## src/include/imx_ctrl_config.svh

```systemverilog
// Build-time constants for the IMX camera controller.
// Holds bus widths, the register word map, control bit positions,
// reset defaults and the version word. Included by the package and
// by any RTL file that decodes registers or addresses.

`ifndef IMX_CTRL_CONFIG_SVH
`define IMX_CTRL_CONFIG_SVH

// Bus and sensor geometry
`define IMX_ADDR_WIDTH          9
`define IMX_DATA_WIDTH          32
`define IMX_CAMERA_COUNT        3
`define IMX_LANE_COUNT          8
`define IMX_MAX_LANE_COUNT      16
`define IMX_TAP_WIDTH           5

// Register map, in 32-bit word indices
`define IMX_REG_CONTROL         0
`define IMX_REG_PULSE_WIDTH     3
`define IMX_REG_PERIOD          4
`define IMX_REG_CAMERA_COUNT    5
`define IMX_REG_LANE_COUNT      6
`define IMX_REG_TAP_START       16
`define IMX_REG_VERSION         64

// Control word bits, master modes take one bit per camera from MASTER0 up
`define IMX_CTRL_BIT_CLEAR      0
`define IMX_CTRL_BIT_TAP_RST    1
`define IMX_CTRL_BIT_TRIG_EN    2
`define IMX_CTRL_BIT_CLK_RST    4
`define IMX_CTRL_BIT_CAM_RST    5
`define IMX_CTRL_BIT_MASTER0    12

// Trigger defaults, about 200 Hz at 74 MHz
`define IMX_DEFAULT_PULSE_WIDTH 100
`define IMX_DEFAULT_PERIOD      370000

`define IMX_VERSION_MAJOR       4'd1
`define IMX_VERSION_MINOR       8'd0
`define IMX_VERSION_REVISION    4'd0
`define IMX_VERSION_WORD        {`IMX_VERSION_MAJOR, `IMX_VERSION_MINOR, \
                                 `IMX_VERSION_REVISION, 16'h0000}

`endif
```

## src/rtl/imx_ctrl_pkg.sv

```systemverilog
// Shared types for the IMX camera controller.
// Vector typedefs for bus, register and trigger widths, the AXI
// response codes and the state encodings of the bus slave.

`default_nettype none

`include "imx_ctrl_config.svh"

package imx_ctrl_pkg;

  typedef logic [`IMX_ADDR_WIDTH-1:0]   axi_addr_t;
  typedef logic [`IMX_DATA_WIDTH-1:0]   axi_data_t;
  typedef logic [1:0]                   axi_resp_t;
  typedef logic [`IMX_ADDR_WIDTH-3:0]   reg_index_t;
  typedef logic [31:0]                  trig_count_t;
  typedef logic [`IMX_TAP_WIDTH-1:0]    tap_value_t;
  typedef logic [`IMX_CAMERA_COUNT-1:0] cam_vec_t;
  typedef logic [`IMX_CAMERA_COUNT*`IMX_LANE_COUNT*`IMX_TAP_WIDTH-1:0] tap_bus_t;

  localparam axi_resp_t RESP_OKAY   = 2'b00;
  localparam axi_resp_t RESP_SLVERR = 2'b10;

  // Write channel, response held in WR_RESP
  typedef enum logic {WR_IDLE, WR_RESP} wr_state_e;

  // Read channel, data held in RD_DATA
  typedef enum logic {RD_IDLE, RD_DATA} rd_state_e;

endpackage

`default_nettype wire

```

## src/rtl/imx_camera_control.sv

```systemverilog
// Top level of the IMX camera controller.
// Inverts the active-low bus reset and connects the AXI-Lite front end,
// the register bank and the trigger generator.

`timescale 1ns/1ps
`default_nettype none

module imx_camera_control import imx_ctrl_pkg::*; (
  input  wire        i_axi_clk,
  input  wire        i_axi_rst_n,
  input  wire        i_awvalid,
  input  axi_addr_t  i_awaddr,
  output logic       o_awready,
  input  wire        i_wvalid,
  input  axi_data_t  i_wdata,
  output logic       o_wready,
  output logic       o_bvalid,
  input  wire        i_bready,
  output axi_resp_t  o_bresp,
  input  wire        i_arvalid,
  input  axi_addr_t  i_araddr,
  output logic       o_arready,
  output logic       o_rvalid,
  input  wire        i_rready,
  output axi_resp_t  o_rresp,
  output axi_data_t  o_rdata,
  output cam_vec_t   o_imx_trigger,
  output logic       o_cam_xclear_n,
  output cam_vec_t   o_master_mode,
  output logic       o_tap_delay_rst,
  output logic       o_serdes_clk_rst_stb,
  output logic       o_serdes_io_rst,
  output tap_bus_t   o_cam_tap_data
);

  logic        w_axi_rst;
  logic        w_wr_stb;
  reg_index_t  w_wr_index;
  axi_data_t   w_wr_data;
  logic        w_wr_err;
  reg_index_t  w_rd_index;
  axi_data_t   w_rd_data;
  logic        w_rd_err;
  logic        w_trigger_en;
  trig_count_t w_pulse_width;
  trig_count_t w_period;
  logic        w_cam_rst_stb;

  assign w_axi_rst       = ~i_axi_rst_n;
  assign o_serdes_io_rst = w_cam_rst_stb;

  axi_lite_reg_port u_reg_port (
    .i_axi_clk  (i_axi_clk),
    .i_axi_rst  (w_axi_rst),
    .i_awvalid  (i_awvalid),
    .i_awaddr   (i_awaddr),
    .o_awready  (o_awready),
    .i_wvalid   (i_wvalid),
    .i_wdata    (i_wdata),
    .o_wready   (o_wready),
    .o_bvalid   (o_bvalid),
    .i_bready   (i_bready),
    .o_bresp    (o_bresp),
    .i_arvalid  (i_arvalid),
    .i_araddr   (i_araddr),
    .o_arready  (o_arready),
    .o_rvalid   (o_rvalid),
    .i_rready   (i_rready),
    .o_rresp    (o_rresp),
    .o_rdata    (o_rdata),
    .o_wr_stb   (w_wr_stb),
    .o_wr_index (w_wr_index),
    .o_wr_data  (w_wr_data),
    .i_wr_err   (w_wr_err),
    .o_rd_index (w_rd_index),
    .i_rd_data  (w_rd_data),
    .i_rd_err   (w_rd_err)
  );

  imx_reg_bank u_reg_bank (
    .i_axi_clk            (i_axi_clk),
    .i_axi_rst            (w_axi_rst),
    .i_wr_stb             (w_wr_stb),
    .i_wr_index           (w_wr_index),
    .i_wr_data            (w_wr_data),
    .o_wr_err             (w_wr_err),
    .i_rd_index           (w_rd_index),
    .o_rd_data            (w_rd_data),
    .o_rd_err             (w_rd_err),
    .o_trigger_en         (w_trigger_en),
    .o_pulse_width        (w_pulse_width),
    .o_period             (w_period),
    .o_master_mode        (o_master_mode),
    .o_cam_xclear_n       (o_cam_xclear_n),
    .o_tap_delay_rst      (o_tap_delay_rst),
    .o_serdes_clk_rst_stb (o_serdes_clk_rst_stb),
    .o_cam_rst_stb        (w_cam_rst_stb),
    .o_cam_tap_data       (o_cam_tap_data)
  );

  imx_trigger_gen u_trigger_gen (
    .i_axi_clk     (i_axi_clk),
    .i_axi_rst     (w_axi_rst),
    .i_trigger_en  (w_trigger_en),
    .i_pulse_width (w_pulse_width),
    .i_period      (w_period),
    .i_cam_rst_stb (w_cam_rst_stb),
    .o_imx_trigger (o_imx_trigger)
  );

endmodule

`default_nettype wire

```

## src/rtl/imx_trigger_gen.sv

```systemverilog
// Periodic trigger for the image sensors.
// One period counter shared by all cameras, each trigger line is high
// for the first pulse-width cycles of every period while enabled.

`timescale 1ns/1ps
`default_nettype none

module imx_trigger_gen import imx_ctrl_pkg::*; (
  input  wire         i_axi_clk,
  input  wire         i_axi_rst,
  input  wire         i_trigger_en,
  input  trig_count_t i_pulse_width,
  input  trig_count_t i_period,
  input  wire         i_cam_rst_stb,
  output cam_vec_t    o_imx_trigger
);

  trig_count_t r_count;
  trig_count_t w_last;
  logic        w_fire;

  // Zero period acts as a period of one
  assign w_last = (i_period == '0) ? '0 : i_period - trig_count_t'(1);

  always_ff @(posedge i_axi_clk) begin
    if (i_axi_rst || !i_trigger_en || i_cam_rst_stb) begin
      r_count <= '0;
    end else if (r_count >= w_last) begin
      r_count <= '0;
    end else begin
      r_count <= r_count + trig_count_t'(1);
    end
  end

  // Counter idles at zero, so the pulse starts as soon as enable is seen
  assign w_fire        = i_trigger_en && (r_count < i_pulse_width);
  assign o_imx_trigger = {$bits(cam_vec_t){w_fire}};

  // A fresh enable starts a new period with the trigger high
  a_trigger_start: assert property (@(posedge i_axi_clk) disable iff (i_axi_rst)
    !i_trigger_en ##1 i_trigger_en |-> (o_imx_trigger == '1) || (i_pulse_width == '0));

endmodule

`default_nettype wire

```

## src/rtl/imx_reg_bank.sv

```systemverilog
// Register bank of the IMX camera controller.
// Decodes word indices from the bus front end, holds control, trigger
// and tap-delay settings, serves the combinational read mux and issues
// the one-cycle control pulses after a control write.

`timescale 1ns/1ps
`default_nettype none

`include "imx_ctrl_config.svh"

module imx_reg_bank import imx_ctrl_pkg::*; (
  input  wire         i_axi_clk,
  input  wire         i_axi_rst,
  input  wire         i_wr_stb,
  input  reg_index_t  i_wr_index,
  input  axi_data_t   i_wr_data,
  output logic        o_wr_err,
  input  reg_index_t  i_rd_index,
  output axi_data_t   o_rd_data,
  output logic        o_rd_err,
  output logic        o_trigger_en,
  output trig_count_t o_pulse_width,
  output trig_count_t o_period,
  output cam_vec_t    o_master_mode,
  output logic        o_cam_xclear_n,
  output logic        o_tap_delay_rst,
  output logic        o_serdes_clk_rst_stb,
  output logic        o_cam_rst_stb,
  output tap_bus_t    o_cam_tap_data
);

  localparam int TAP_REGS = `IMX_CAMERA_COUNT * `IMX_LANE_COUNT;

  localparam reg_index_t IDX_CONTROL   = reg_index_t'(`IMX_REG_CONTROL);
  localparam reg_index_t IDX_WIDTH     = reg_index_t'(`IMX_REG_PULSE_WIDTH);
  localparam reg_index_t IDX_PERIOD    = reg_index_t'(`IMX_REG_PERIOD);
  localparam reg_index_t IDX_CAM_COUNT = reg_index_t'(`IMX_REG_CAMERA_COUNT);
  localparam reg_index_t IDX_LANES     = reg_index_t'(`IMX_REG_LANE_COUNT);
  localparam reg_index_t IDX_TAP_START = reg_index_t'(`IMX_REG_TAP_START);
  localparam reg_index_t IDX_VERSION   = reg_index_t'(`IMX_REG_VERSION);

  logic        r_trigger_en;
  cam_vec_t    r_master_mode;
  logic        r_cam_xclear_n;
  trig_count_t r_pulse_width;
  trig_count_t r_period;
  tap_value_t  r_tap [TAP_REGS];
  logic        r_tap_delay_rst;
  logic        r_serdes_clk_rst_stb;
  logic        r_cam_rst_stb;
  logic        w_wr_en;

  // Tap word belongs to an active lane, upper lanes of each camera are reserved
  function automatic logic tap_hit(reg_index_t idx);
    reg_index_t off;
    off = idx - IDX_TAP_START;
    return (idx >= IDX_TAP_START) && (idx < IDX_VERSION) &&
           ((int'(off) % `IMX_MAX_LANE_COUNT) < `IMX_LANE_COUNT);
  endfunction

  // Flat slot of a tap word, camera major
  function automatic int tap_slot(reg_index_t idx);
    int off;
    off = int'(idx - IDX_TAP_START);
    return (off / `IMX_MAX_LANE_COUNT) * `IMX_LANE_COUNT + (off % `IMX_MAX_LANE_COUNT);
  endfunction

  assign o_wr_err = (i_wr_index > IDX_VERSION);
  assign o_rd_err = (i_rd_index > IDX_VERSION);
  assign w_wr_en  = i_wr_stb && !o_wr_err;

  always_ff @(posedge i_axi_clk) begin
    r_tap_delay_rst      <= 1'b0;
    r_serdes_clk_rst_stb <= 1'b0;
    r_cam_rst_stb        <= 1'b0;
    if (i_axi_rst) begin
      r_trigger_en   <= 1'b0;
      r_master_mode  <= '0;
      r_cam_xclear_n <= 1'b1;
      r_pulse_width  <= trig_count_t'(`IMX_DEFAULT_PULSE_WIDTH);
      r_period       <= trig_count_t'(`IMX_DEFAULT_PERIOD);
      for (int k = 0; k < TAP_REGS; k++) begin
        r_tap[k] <= '0;
      end
    end else if (w_wr_en) begin
      case (i_wr_index)
        IDX_CONTROL: begin
          r_cam_xclear_n       <= ~i_wr_data[`IMX_CTRL_BIT_CLEAR];
          r_trigger_en         <= i_wr_data[`IMX_CTRL_BIT_TRIG_EN];
          r_master_mode        <= i_wr_data[`IMX_CTRL_BIT_MASTER0 +: `IMX_CAMERA_COUNT];
          r_tap_delay_rst      <= i_wr_data[`IMX_CTRL_BIT_TAP_RST];
          r_serdes_clk_rst_stb <= i_wr_data[`IMX_CTRL_BIT_CLK_RST];
          r_cam_rst_stb        <= i_wr_data[`IMX_CTRL_BIT_CAM_RST];
        end
        IDX_WIDTH:  r_pulse_width <= i_wr_data;
        IDX_PERIOD: r_period      <= i_wr_data;
        default: begin
          if (tap_hit(i_wr_index)) begin
            r_tap[tap_slot(i_wr_index)] <= i_wr_data[`IMX_TAP_WIDTH-1:0];
          end
        end
      endcase
    end
  end

  // Read mux, unused words in range read as zero
  always_comb begin
    o_rd_data = '0;
    case (i_rd_index)
      IDX_CONTROL: begin
        o_rd_data[`IMX_CTRL_BIT_CLEAR]   = ~r_cam_xclear_n;
        o_rd_data[`IMX_CTRL_BIT_TRIG_EN] = r_trigger_en;
        o_rd_data[`IMX_CTRL_BIT_MASTER0 +: `IMX_CAMERA_COUNT] = r_master_mode;
      end
      IDX_WIDTH:     o_rd_data = r_pulse_width;
      IDX_PERIOD:    o_rd_data = r_period;
      IDX_CAM_COUNT: o_rd_data = axi_data_t'(`IMX_CAMERA_COUNT);
      IDX_LANES:     o_rd_data = axi_data_t'(`IMX_LANE_COUNT);
      IDX_VERSION:   o_rd_data = `IMX_VERSION_WORD;
      default: begin
        if (tap_hit(i_rd_index)) begin
          o_rd_data = axi_data_t'(r_tap[tap_slot(i_rd_index)]);
        end
      end
    endcase
  end

  // Camera 0 lane 0 sits in the lowest bits
  for (genvar g = 0; g < TAP_REGS; g++) begin : g_tap_out
    assign o_cam_tap_data[g*`IMX_TAP_WIDTH +: `IMX_TAP_WIDTH] = r_tap[g];
  end

  assign o_trigger_en         = r_trigger_en;
  assign o_pulse_width        = r_pulse_width;
  assign o_period             = r_period;
  assign o_master_mode        = r_master_mode;
  assign o_cam_xclear_n       = r_cam_xclear_n;
  assign o_tap_delay_rst      = r_tap_delay_rst;
  assign o_serdes_clk_rst_stb = r_serdes_clk_rst_stb;
  assign o_cam_rst_stb        = r_cam_rst_stb;

  // Writes are spaced by the response phase, so pulses never merge
  a_tap_rst_pulse: assert property (@(posedge i_axi_clk) disable iff (i_axi_rst)
    o_tap_delay_rst |=> !o_tap_delay_rst);
  a_clk_rst_pulse: assert property (@(posedge i_axi_clk) disable iff (i_axi_rst)
    o_serdes_clk_rst_stb |=> !o_serdes_clk_rst_stb);
  a_cam_rst_pulse: assert property (@(posedge i_axi_clk) disable iff (i_axi_rst)
    o_cam_rst_stb |=> !o_cam_rst_stb);

endmodule

`default_nettype wire

```

## src/rtl/axi_lite_reg_port.sv

```systemverilog
// AXI-Lite slave front end for the camera register bank.
// Accepts address and data together, presents a one-cycle write strobe
// and a registered read index, and holds each response until taken.

`timescale 1ns/1ps
`default_nettype none

`include "imx_ctrl_config.svh"

module axi_lite_reg_port import imx_ctrl_pkg::*; (
  input  wire        i_axi_clk,
  input  wire        i_axi_rst,
  input  wire        i_awvalid,
  input  axi_addr_t  i_awaddr,
  output logic       o_awready,
  input  wire        i_wvalid,
  input  axi_data_t  i_wdata,
  output logic       o_wready,
  output logic       o_bvalid,
  input  wire        i_bready,
  output axi_resp_t  o_bresp,
  input  wire        i_arvalid,
  input  axi_addr_t  i_araddr,
  output logic       o_arready,
  output logic       o_rvalid,
  input  wire        i_rready,
  output axi_resp_t  o_rresp,
  output axi_data_t  o_rdata,
  output logic       o_wr_stb,
  output reg_index_t o_wr_index,
  output axi_data_t  o_wr_data,
  input  wire        i_wr_err,
  output reg_index_t o_rd_index,
  input  axi_data_t  i_rd_data,
  input  wire        i_rd_err
);

  wr_state_e  r_wr_state;
  rd_state_e  r_rd_state;
  logic       r_rd_pend;
  reg_index_t r_rd_index;
  axi_resp_t  r_bresp;
  axi_resp_t  r_rresp;
  axi_data_t  r_rdata;
  logic       w_wr_accept;
  logic       w_rd_accept;

  // Write takes address and data in the same cycle
  assign w_wr_accept = (r_wr_state == WR_IDLE) && i_awvalid && i_wvalid;
  assign o_awready   = w_wr_accept;
  assign o_wready    = w_wr_accept;
  assign o_wr_stb    = w_wr_accept;
  assign o_wr_index  = i_awaddr[`IMX_ADDR_WIDTH-1:2];
  assign o_wr_data   = i_wdata;
  assign o_bvalid    = (r_wr_state == WR_RESP);
  assign o_bresp     = r_bresp;

  always_ff @(posedge i_axi_clk) begin
    if (i_axi_rst) begin
      r_wr_state <= WR_IDLE;
    end else begin
      case (r_wr_state)
        WR_IDLE: if (w_wr_accept) r_wr_state <= WR_RESP;
        WR_RESP: if (i_bready) r_wr_state <= WR_IDLE;
        default: r_wr_state <= WR_IDLE;
      endcase
    end
  end

  always_ff @(posedge i_axi_clk) begin
    if (w_wr_accept) begin
      r_bresp <= i_wr_err ? RESP_SLVERR : RESP_OKAY;
    end
  end

  // Read index is registered, bank data is sampled one cycle later
  assign w_rd_accept = (r_rd_state == RD_IDLE) && !r_rd_pend && i_arvalid;
  assign o_arready   = w_rd_accept;
  assign o_rd_index  = r_rd_index;
  assign o_rvalid    = (r_rd_state == RD_DATA);
  assign o_rresp     = r_rresp;
  assign o_rdata     = r_rdata;

  always_ff @(posedge i_axi_clk) begin
    if (i_axi_rst) begin
      r_rd_state <= RD_IDLE;
      r_rd_pend  <= 1'b0;
    end else begin
      case (r_rd_state)
        RD_IDLE: begin
          if (r_rd_pend) begin
            r_rd_state <= RD_DATA;
            r_rd_pend  <= 1'b0;
          end else if (w_rd_accept) begin
            r_rd_pend <= 1'b1;
          end
        end
        RD_DATA: if (i_rready) r_rd_state <= RD_IDLE;
        default: r_rd_state <= RD_IDLE;
      endcase
    end
  end

  always_ff @(posedge i_axi_clk) begin
    if (w_rd_accept) begin
      r_rd_index <= i_araddr[`IMX_ADDR_WIDTH-1:2];
    end
    if ((r_rd_state == RD_IDLE) && r_rd_pend) begin
      r_rdata <= i_rd_data;
      r_rresp <= i_rd_err ? RESP_SLVERR : RESP_OKAY;
    end
  end

  // Response must wait for the master
  a_bvalid_hold: assert property (@(posedge i_axi_clk) disable iff (i_axi_rst)
    o_bvalid && !i_bready |=> o_bvalid);

  // No new write while a response is outstanding
  a_no_aw_during_b: assert property (@(posedge i_axi_clk) disable iff (i_axi_rst)
    o_bvalid |-> !o_awready);

endmodule

`default_nettype wire

```

## config.mk

```make
export PLATFORM = sky130hd
export DESIGN_NAME = imx_camera_control
export DESIGN_NICKNAME = d
export VERILOG_FILES = /design/src/rtl/imx_ctrl_pkg.sv /design/src/rtl/imx_camera_control.sv /design/src/rtl/imx_trigger_gen.sv /design/src/rtl/imx_reg_bank.sv /design/src/rtl/axi_lite_reg_port.sv
export VERILOG_INCLUDE_DIRS = /design/src /design/src/include
export SDC_FILE = /design/constraint.sdc
export NUM_CORES = 1
export LEC_CHECK = 0
export BUFFER_PORTS_ARGS = -buffer_cell sky130_fd_sc_hd__buf_2
export CORE_ASPECT_RATIO = 2
export CORE_UTILIZATION = 35
export DETAILED_ROUTE_END_ITERATION = 10
export PLACE_DENSITY = 0.55
export SKIP_CTS_REPAIR_TIMING = 1
export SLEW_MARGIN = 30
export SYNTH_ARGS = -nofsm -noshare
export SYNTH_HDL_FRONTEND = slang
export SYNTH_SLANG_ARGS = --single-unit
```

## constraint.sdc

```tcl
create_clock -name i_axi_clk -period 6 [get_ports i_axi_clk]
set_input_delay 0.3 -clock i_axi_clk [delete_from_list [all_inputs] [get_ports i_axi_clk]]
set_output_delay 0.3 -clock i_axi_clk [all_outputs]
set_load 0.02 [all_outputs]
```

Word level (Yosys, flattened, before mapping). Memories as Yosys holds them, arrays and structs flattened. Cells that the tools add are included.

Bits in registers: 150. Bits in writable memories: 120. Bits of input ports: 57. Output and inout bits: 171. Logic and storage cells: 111. Memories: 1.

Memory list: u_reg_bank.r_tap (words 24, bits a word 5, rd ports 25, clocked after Yosys merged registers in 0, wr ports 24, line imx_reg_bank.sv:47) `tap_value_t r_tap [TAP_REGS];`.

Add/subtract/negate cells: 10. Order comparisons: 10. Equality and inequality tests: 7. Muxes and demuxes: 27. Bitwise gates (word level): 7. Reductions and logical operators: 33.

Operators by type and width (number): $pmux W17 S4 (1); $pmux W9 S4 (1); $add A32 B1 Y32 const B (1); $ge A32 B32 Y1 (1); $logic_not A32 Y1 (1); $lt A32 B32 Y1 (1); $mux W32 (1); $sub A32 B1 Y32 const B (1); $eq A7 B3 Y1 const B (4); $sub A7 B5 Y8 const B (2); $mux W5 (3); $reduce_or A3 Y1 (5); $eq A7 B2 Y1 const B (2); $ge A7 B5 Y1 const B (2); $gt A7 B7 Y1 const B (2); $logic_not A7 Y1 (2); $lt A7 B7 Y1 const B (2); $mux W1 (13); $pmux W3 S4 (1); $logic_and A1 B1 Y1 (11); $add A5 B5 Y5 (2); $lt A4 B4 Y1 const B (2); $pmux W1 S4 (2); $reduce_or A4 Y1 (2); 14 further kinds (29).

Logic depth before layout (Yosys ltp).
Depth in word-level cells: 10. Gate-level depth with buffers: 17. Gate-level depth less buffers: 13.

By module. Synthesis repeated with hierarchy kept, for this count alone.

Cell total of the unflattened synthesis: 1454. Area, all modules: 15643.8 µm².

Modules (own cells, without submodules): imx_reg_bank (times used 1, cells each 878, area each 10308.6 µm², sequential area each 6246.0 µm²); imx_trigger_gen (times used 1, cells each 477, area each 3641.0 µm², sequential area each 640.6 µm²); axi_lite_reg_port (times used 1, cells each 98, area each 1690.4 µm², sequential area each 1291.2 µm²); imx_camera_control (times used 1, cells each 1, area each 3.8 µm², sequential area each 0.0 µm²).

Least setup slack after synthesis. OpenSTA, ideal clock, no wires.

Kind: reg2reg. From: reg u_reg_bank.r_period[12], in the netlist u_reg_bank.o_period[12]. To: reg u_trigger_gen.r_count[23]. Setup time: 65 ps. Arrival time: 3624 ps. Data required time: 5935 ps. Slack: 2310 ps. Cell stages (with the launch flop): 18. Buffers on the path: 4. Clock period less this slack: 3690 ps. Cells stage by stage: dfxtp_1 > buf_6 > or4_4 > or3_4 > or2_1 > buf_6 > nor2_2 > nand2_2 > buf_2 > nand2_1 > ha_1 > a211o_1 > a31oi_1 > o221ai_1 > a211oi_1 > o211ai_1 > clkbuf_1 > nor2_1.

Word-level cells in the longest chain between the ends: 4. Elaborated cells on any way between the ends: 5. Classes of those cells: add/sub: 1; order compare: 1; mux: 1; reduce/logical: 2.

Ends and longest elaborated chain: from (decl) (line imx_reg_bank.sv:46) `trig_count_t r_period;`; from (signal assigned) (line imx_reg_bank.sv:81) `` r_period <= trig_count_t'(`IMX_DEFAULT_PERIOD); ``; from (signal assigned) (line imx_reg_bank.sv:96) `IDX_PERIOD: r_period <= i_wr_data;`; $sub A32 B1 Y32 or $logic_not A32 Y1 (tied branches) (line imx_trigger_gen.sv:23) `assign w_last = (i_period == '0) ? '0 : i_period - trig_count_t'(1);`; $mux W32 * (line imx_trigger_gen.sv:23); $ge A32 B32 Y1 * (line imx_trigger_gen.sv:28) `end else if (r_count >= w_last) begin`; $reduce_or A2 Y1 (no line) *; to (signal assigned) (line imx_trigger_gen.sv:31) `r_count <= r_count + trig_count_t'(1);`; to (decl) (line imx_trigger_gen.sv:18) `trig_count_t r_count;`.

Mark *: on every way between the ends. The rest lies on a longest branch, timed or not. A chain may end at the register's enable or synchronous reset.

Worst setup path after layout.
From: reg u_reg_bank.r_period[12], in the netlist u_reg_bank.o_period[12]. To: reg u_trigger_gen.r_count[5].

The elaborated chain is that of the path after synthesis.

==> metrics.txt <==
placed cell area=16,950 sq um; Clock transition at path regs=0.07 ns; register area=8178 sq um; Reg2Reg Setup Slack=1.50 ns; Max IR drop VDD=0.2856 mV; area leader, netlist=edfxtp_1; worst min-delay path category=input pin to register; post-synthesis cell type count=60; Mean Syn Cell Area=about 11 sq um; Clock Sink Count=308; via count of the first global-routing pass=between 10,000 and 15,000; Post-DP HPWL=37,560 microns; crit share post-route=74.95%; headroom to the max-slew limit=39.34%; DIE WIDTH=between 100 and 150 microns; crit path from=u_reg_bank.o_period[12]; count of final setup violators=0; Synth area leaders=edfxtp_1 39%, dfxtp_1 14%, mux4_2 6.6%; Fill cells=4,193; Top FF cell, synth=edfxtp_1; IO Count=around 230; GPL Wtd Cong=between 0.8 and 0.9; fmax=222.4 MHz; ANT nets after route=0; Setup Skew=about 0.023 ns; crit path DAT=5.00 ns; Std-Cell Core Area=~43,000 sq um; Synth async-reset ratio=0%; WHS Path Cells=4; crit path capture=u_trigger_gen.r_count[5]; PortBufs=221; first-pass GRT wire length=73,030 microns; post-DR wirelength/cell=23.14 microns; dpl cells=about 2,100; setup TNS=0 ns; setup slack after layout=between 1.5 and 2 ns; share of cells above drive strength 1=21.49%; PD cells=254.1 nW/um^2; Worst R2R Start=u_reg_bank.o_period[12]; Multi-input gate area=about 6700 sq um; Max-cap violations=0; Min Clock Period, post-route=4.497 ns; worst slack, placed=1.422 ns; Pwr Total=approximately 4.6 mW; Final Max Tran Viols=0; RSZ-0062 raised after global routing=false; Layout area overhead=18.33%; remaining routing DRC violations=0; Core Rows=108; GRT Overall Usage=22.48%; CTS Buf Count=28; Worst Path Max Fanout=32; kind of start point of the critical path=register; status=finished with violations; Cells after Synth=1,383; Starting Density=35.45%; cell area after layout=18,140 sq um; Fin. Hold Viols=10; via count=11,370; Synth top cells by count=212 x nand2_1, 201 x edfxtp_1, 121 x and2_1, 107 x dfxtp_1, 103 x nor2_1; total wire length=roughly 50,000 microns; Seq cells post-synth=a little over 300; fin cells=2,163; total die area=44,680 sq um; CTS root buffer=clkbuf_16; Via density=5.255; GR Overflow Total=0; Max clock buf depth=3; worst setup path category=register to register; Syn Std Cell Area=roughly 15,000 sq um; Seq/Total Area, Yosys=between 50% and 60%; P_leak=7.188 nW; top-area cell type share of the netlist area=39.38%; Worst-Margin Slew=~0.91 ns; CTS tree=built; Initial DRC Count=713; Die Y=just under 300 microns; drt pass-1 iters=7; YS warnings=0; pin count of the biggest net entering global routing=65; R2R cell count=14; H-tree Lvls=1; CP required=6.50 ns; failing checks=hold timing; clock latency on the worst-skew pair=0.58 ns; initial antenna violation count=4; Worst R2R End=u_trigger_gen.r_count[5]; Post-synth EDFFs=201; top-count cell post-synth=nand2_1; CP endpoint kind=register; Min Hold Slack=-0.02183 ns; fin util=about two fifths; Layout Nets=1,715
==> where the power goes <==
group	switching, mW	internal [mW]
combinational	0.235	0.131
sequential	0.0297	2.30
clock	0.844	1.07
==> sequential cells by signal, summed over array words and instances (netlist names) <==
| signal | count |
|---|---|
| u_reg_bank.o_cam_rst_stb | 1 |
| u_reg_bank.r_tap | 160 |
| u_reg_bank.o_period | 32 |
| u_reg_port.o_rdata | 32 |
| u_reg_bank.o_serdes_clk_rst_stb | 1 |
| u_reg_bank.o_tap_delay_rst | 1 |
| u_reg_port.o_rd_index | 7 |
| u_trigger_gen.r_count | 32 |
| u_reg_bank.o_cam_xclear_n | 1 |
| u_reg_bank.o_pulse_width | 32 |
| u_reg_bank.o_trigger_en | 1 |
| u_reg_port.o_bresp | 1 |
| u_reg_port.o_bvalid | 1 |
| u_reg_bank.o_master_mode | 3 |
| u_reg_port.o_rvalid | 1 |
| u_reg_port.r_rd_pend | 1 |
| u_reg_port.o_rresp | 1 |
==> cell families after synthesis <==
group | synth area share, %
xor gates and xnor gates | 3.257
other | 0.02447
buffers and inverters | 3.298
and+or+nand+nor | 18.41
muxes | 7.339
AOI/OAI and AO/OA | 8.604
DFF | 53.36
adders and majority gates | 5.714
==> worst min-delay path by stage <==
stage                     slack (ns)                          end                   startpoint
after global placement          0.46  u_reg_bank.o_pulse_width[3]  u_reg_bank.o_pulse_width[3]
after detailed placement        0.46  u_reg_bank.o_pulse_width[3]  u_reg_bank.o_pulse_width[3]
after global routing          0.0008  u_reg_bank.o_pulse_width[7]                   i_wdata[7]
after floorplan                 0.40      u_reg_bank.r_tap[24][0]                   i_wdata[0]
after CTS                      -0.12     u_reg_port.o_rd_index[1]                  i_araddr[3]
final                          -0.02          u_reg_port.o_rvalid                     i_rready
==> layout by cell type, fill, tap and decap left out, types with 20 or more instances in the layout <==
| cell | Yosys | layout |
|---|---|---|
| o21ai_0 | 38 | 38 |
| a22o_1 | 23 | 23 |
| a21oi_1 | 28 | 28 |
| and2_1 | 121 | 121 |
| dfxtp_1 | 107 | 107 |
| clkbuf_16 | 0 | 33 |
| ha_1 | 70 | 70 |
| inv_1 | 45 | 45 |
| a21boi_0 | 58 | 58 |
| buf_2 | 5 | 221 |
| nand3_1 | 37 | 36 |
| xor2_1 | 37 | 37 |
| nand2_1 | 212 | 212 |
| nor2_1 | 103 | 103 |
| mux4_2 | 45 | 45 |
| edfxtp_1 | 201 | 201 |
| xnor2_1 | 20 | 20 |
==> critical path, stage by stage (launching register included) <==
cell,delay [ns]
dfxtp_1,0.38
or4_4,0.60
or3_4,0.36
or2_1,0.42
nor2_2,0.25
nand2_2,0.35
nand2_1,0.16
ha_1,0.25
a211o_1,0.30
a31oi_1,0.20
o221ai_1,0.19
a211oi_1,0.39
o211ai_1,0.15
buf_4,0.27
nor2_1,0.14
==> area by class of cell <==
cell class / instances / share of cell area (%)
Timing Repair Buffer: 252 / 7.864
Inverter: 45 / 0.9313
Clock inverter: 13 / 0.5933
Multi-Input combinational cell: 953 / 36.84
Clock buffer: 39 / 4.843
Sequential cell: 308 / 45.09
Antenna cell: 3 / 0.04139
Tap cell: 550 / 3.794
==> metal layers <==
| metal | share of wire, % | track usage (%) | vias to the layer above |
|---|---|---|---|
| met1 | 32 | 20.76 | 5559 |
| met2 | 57 | 44.15 | 346 |
| met5 | 0.026 | 0 | - |
| met4 | 6.7 | 14.26 | 2 |
| met3 | 4.3 | 3.277 | 119 |
| li1 | - | - | 5341 |
(Power assumes the default switching activity.)
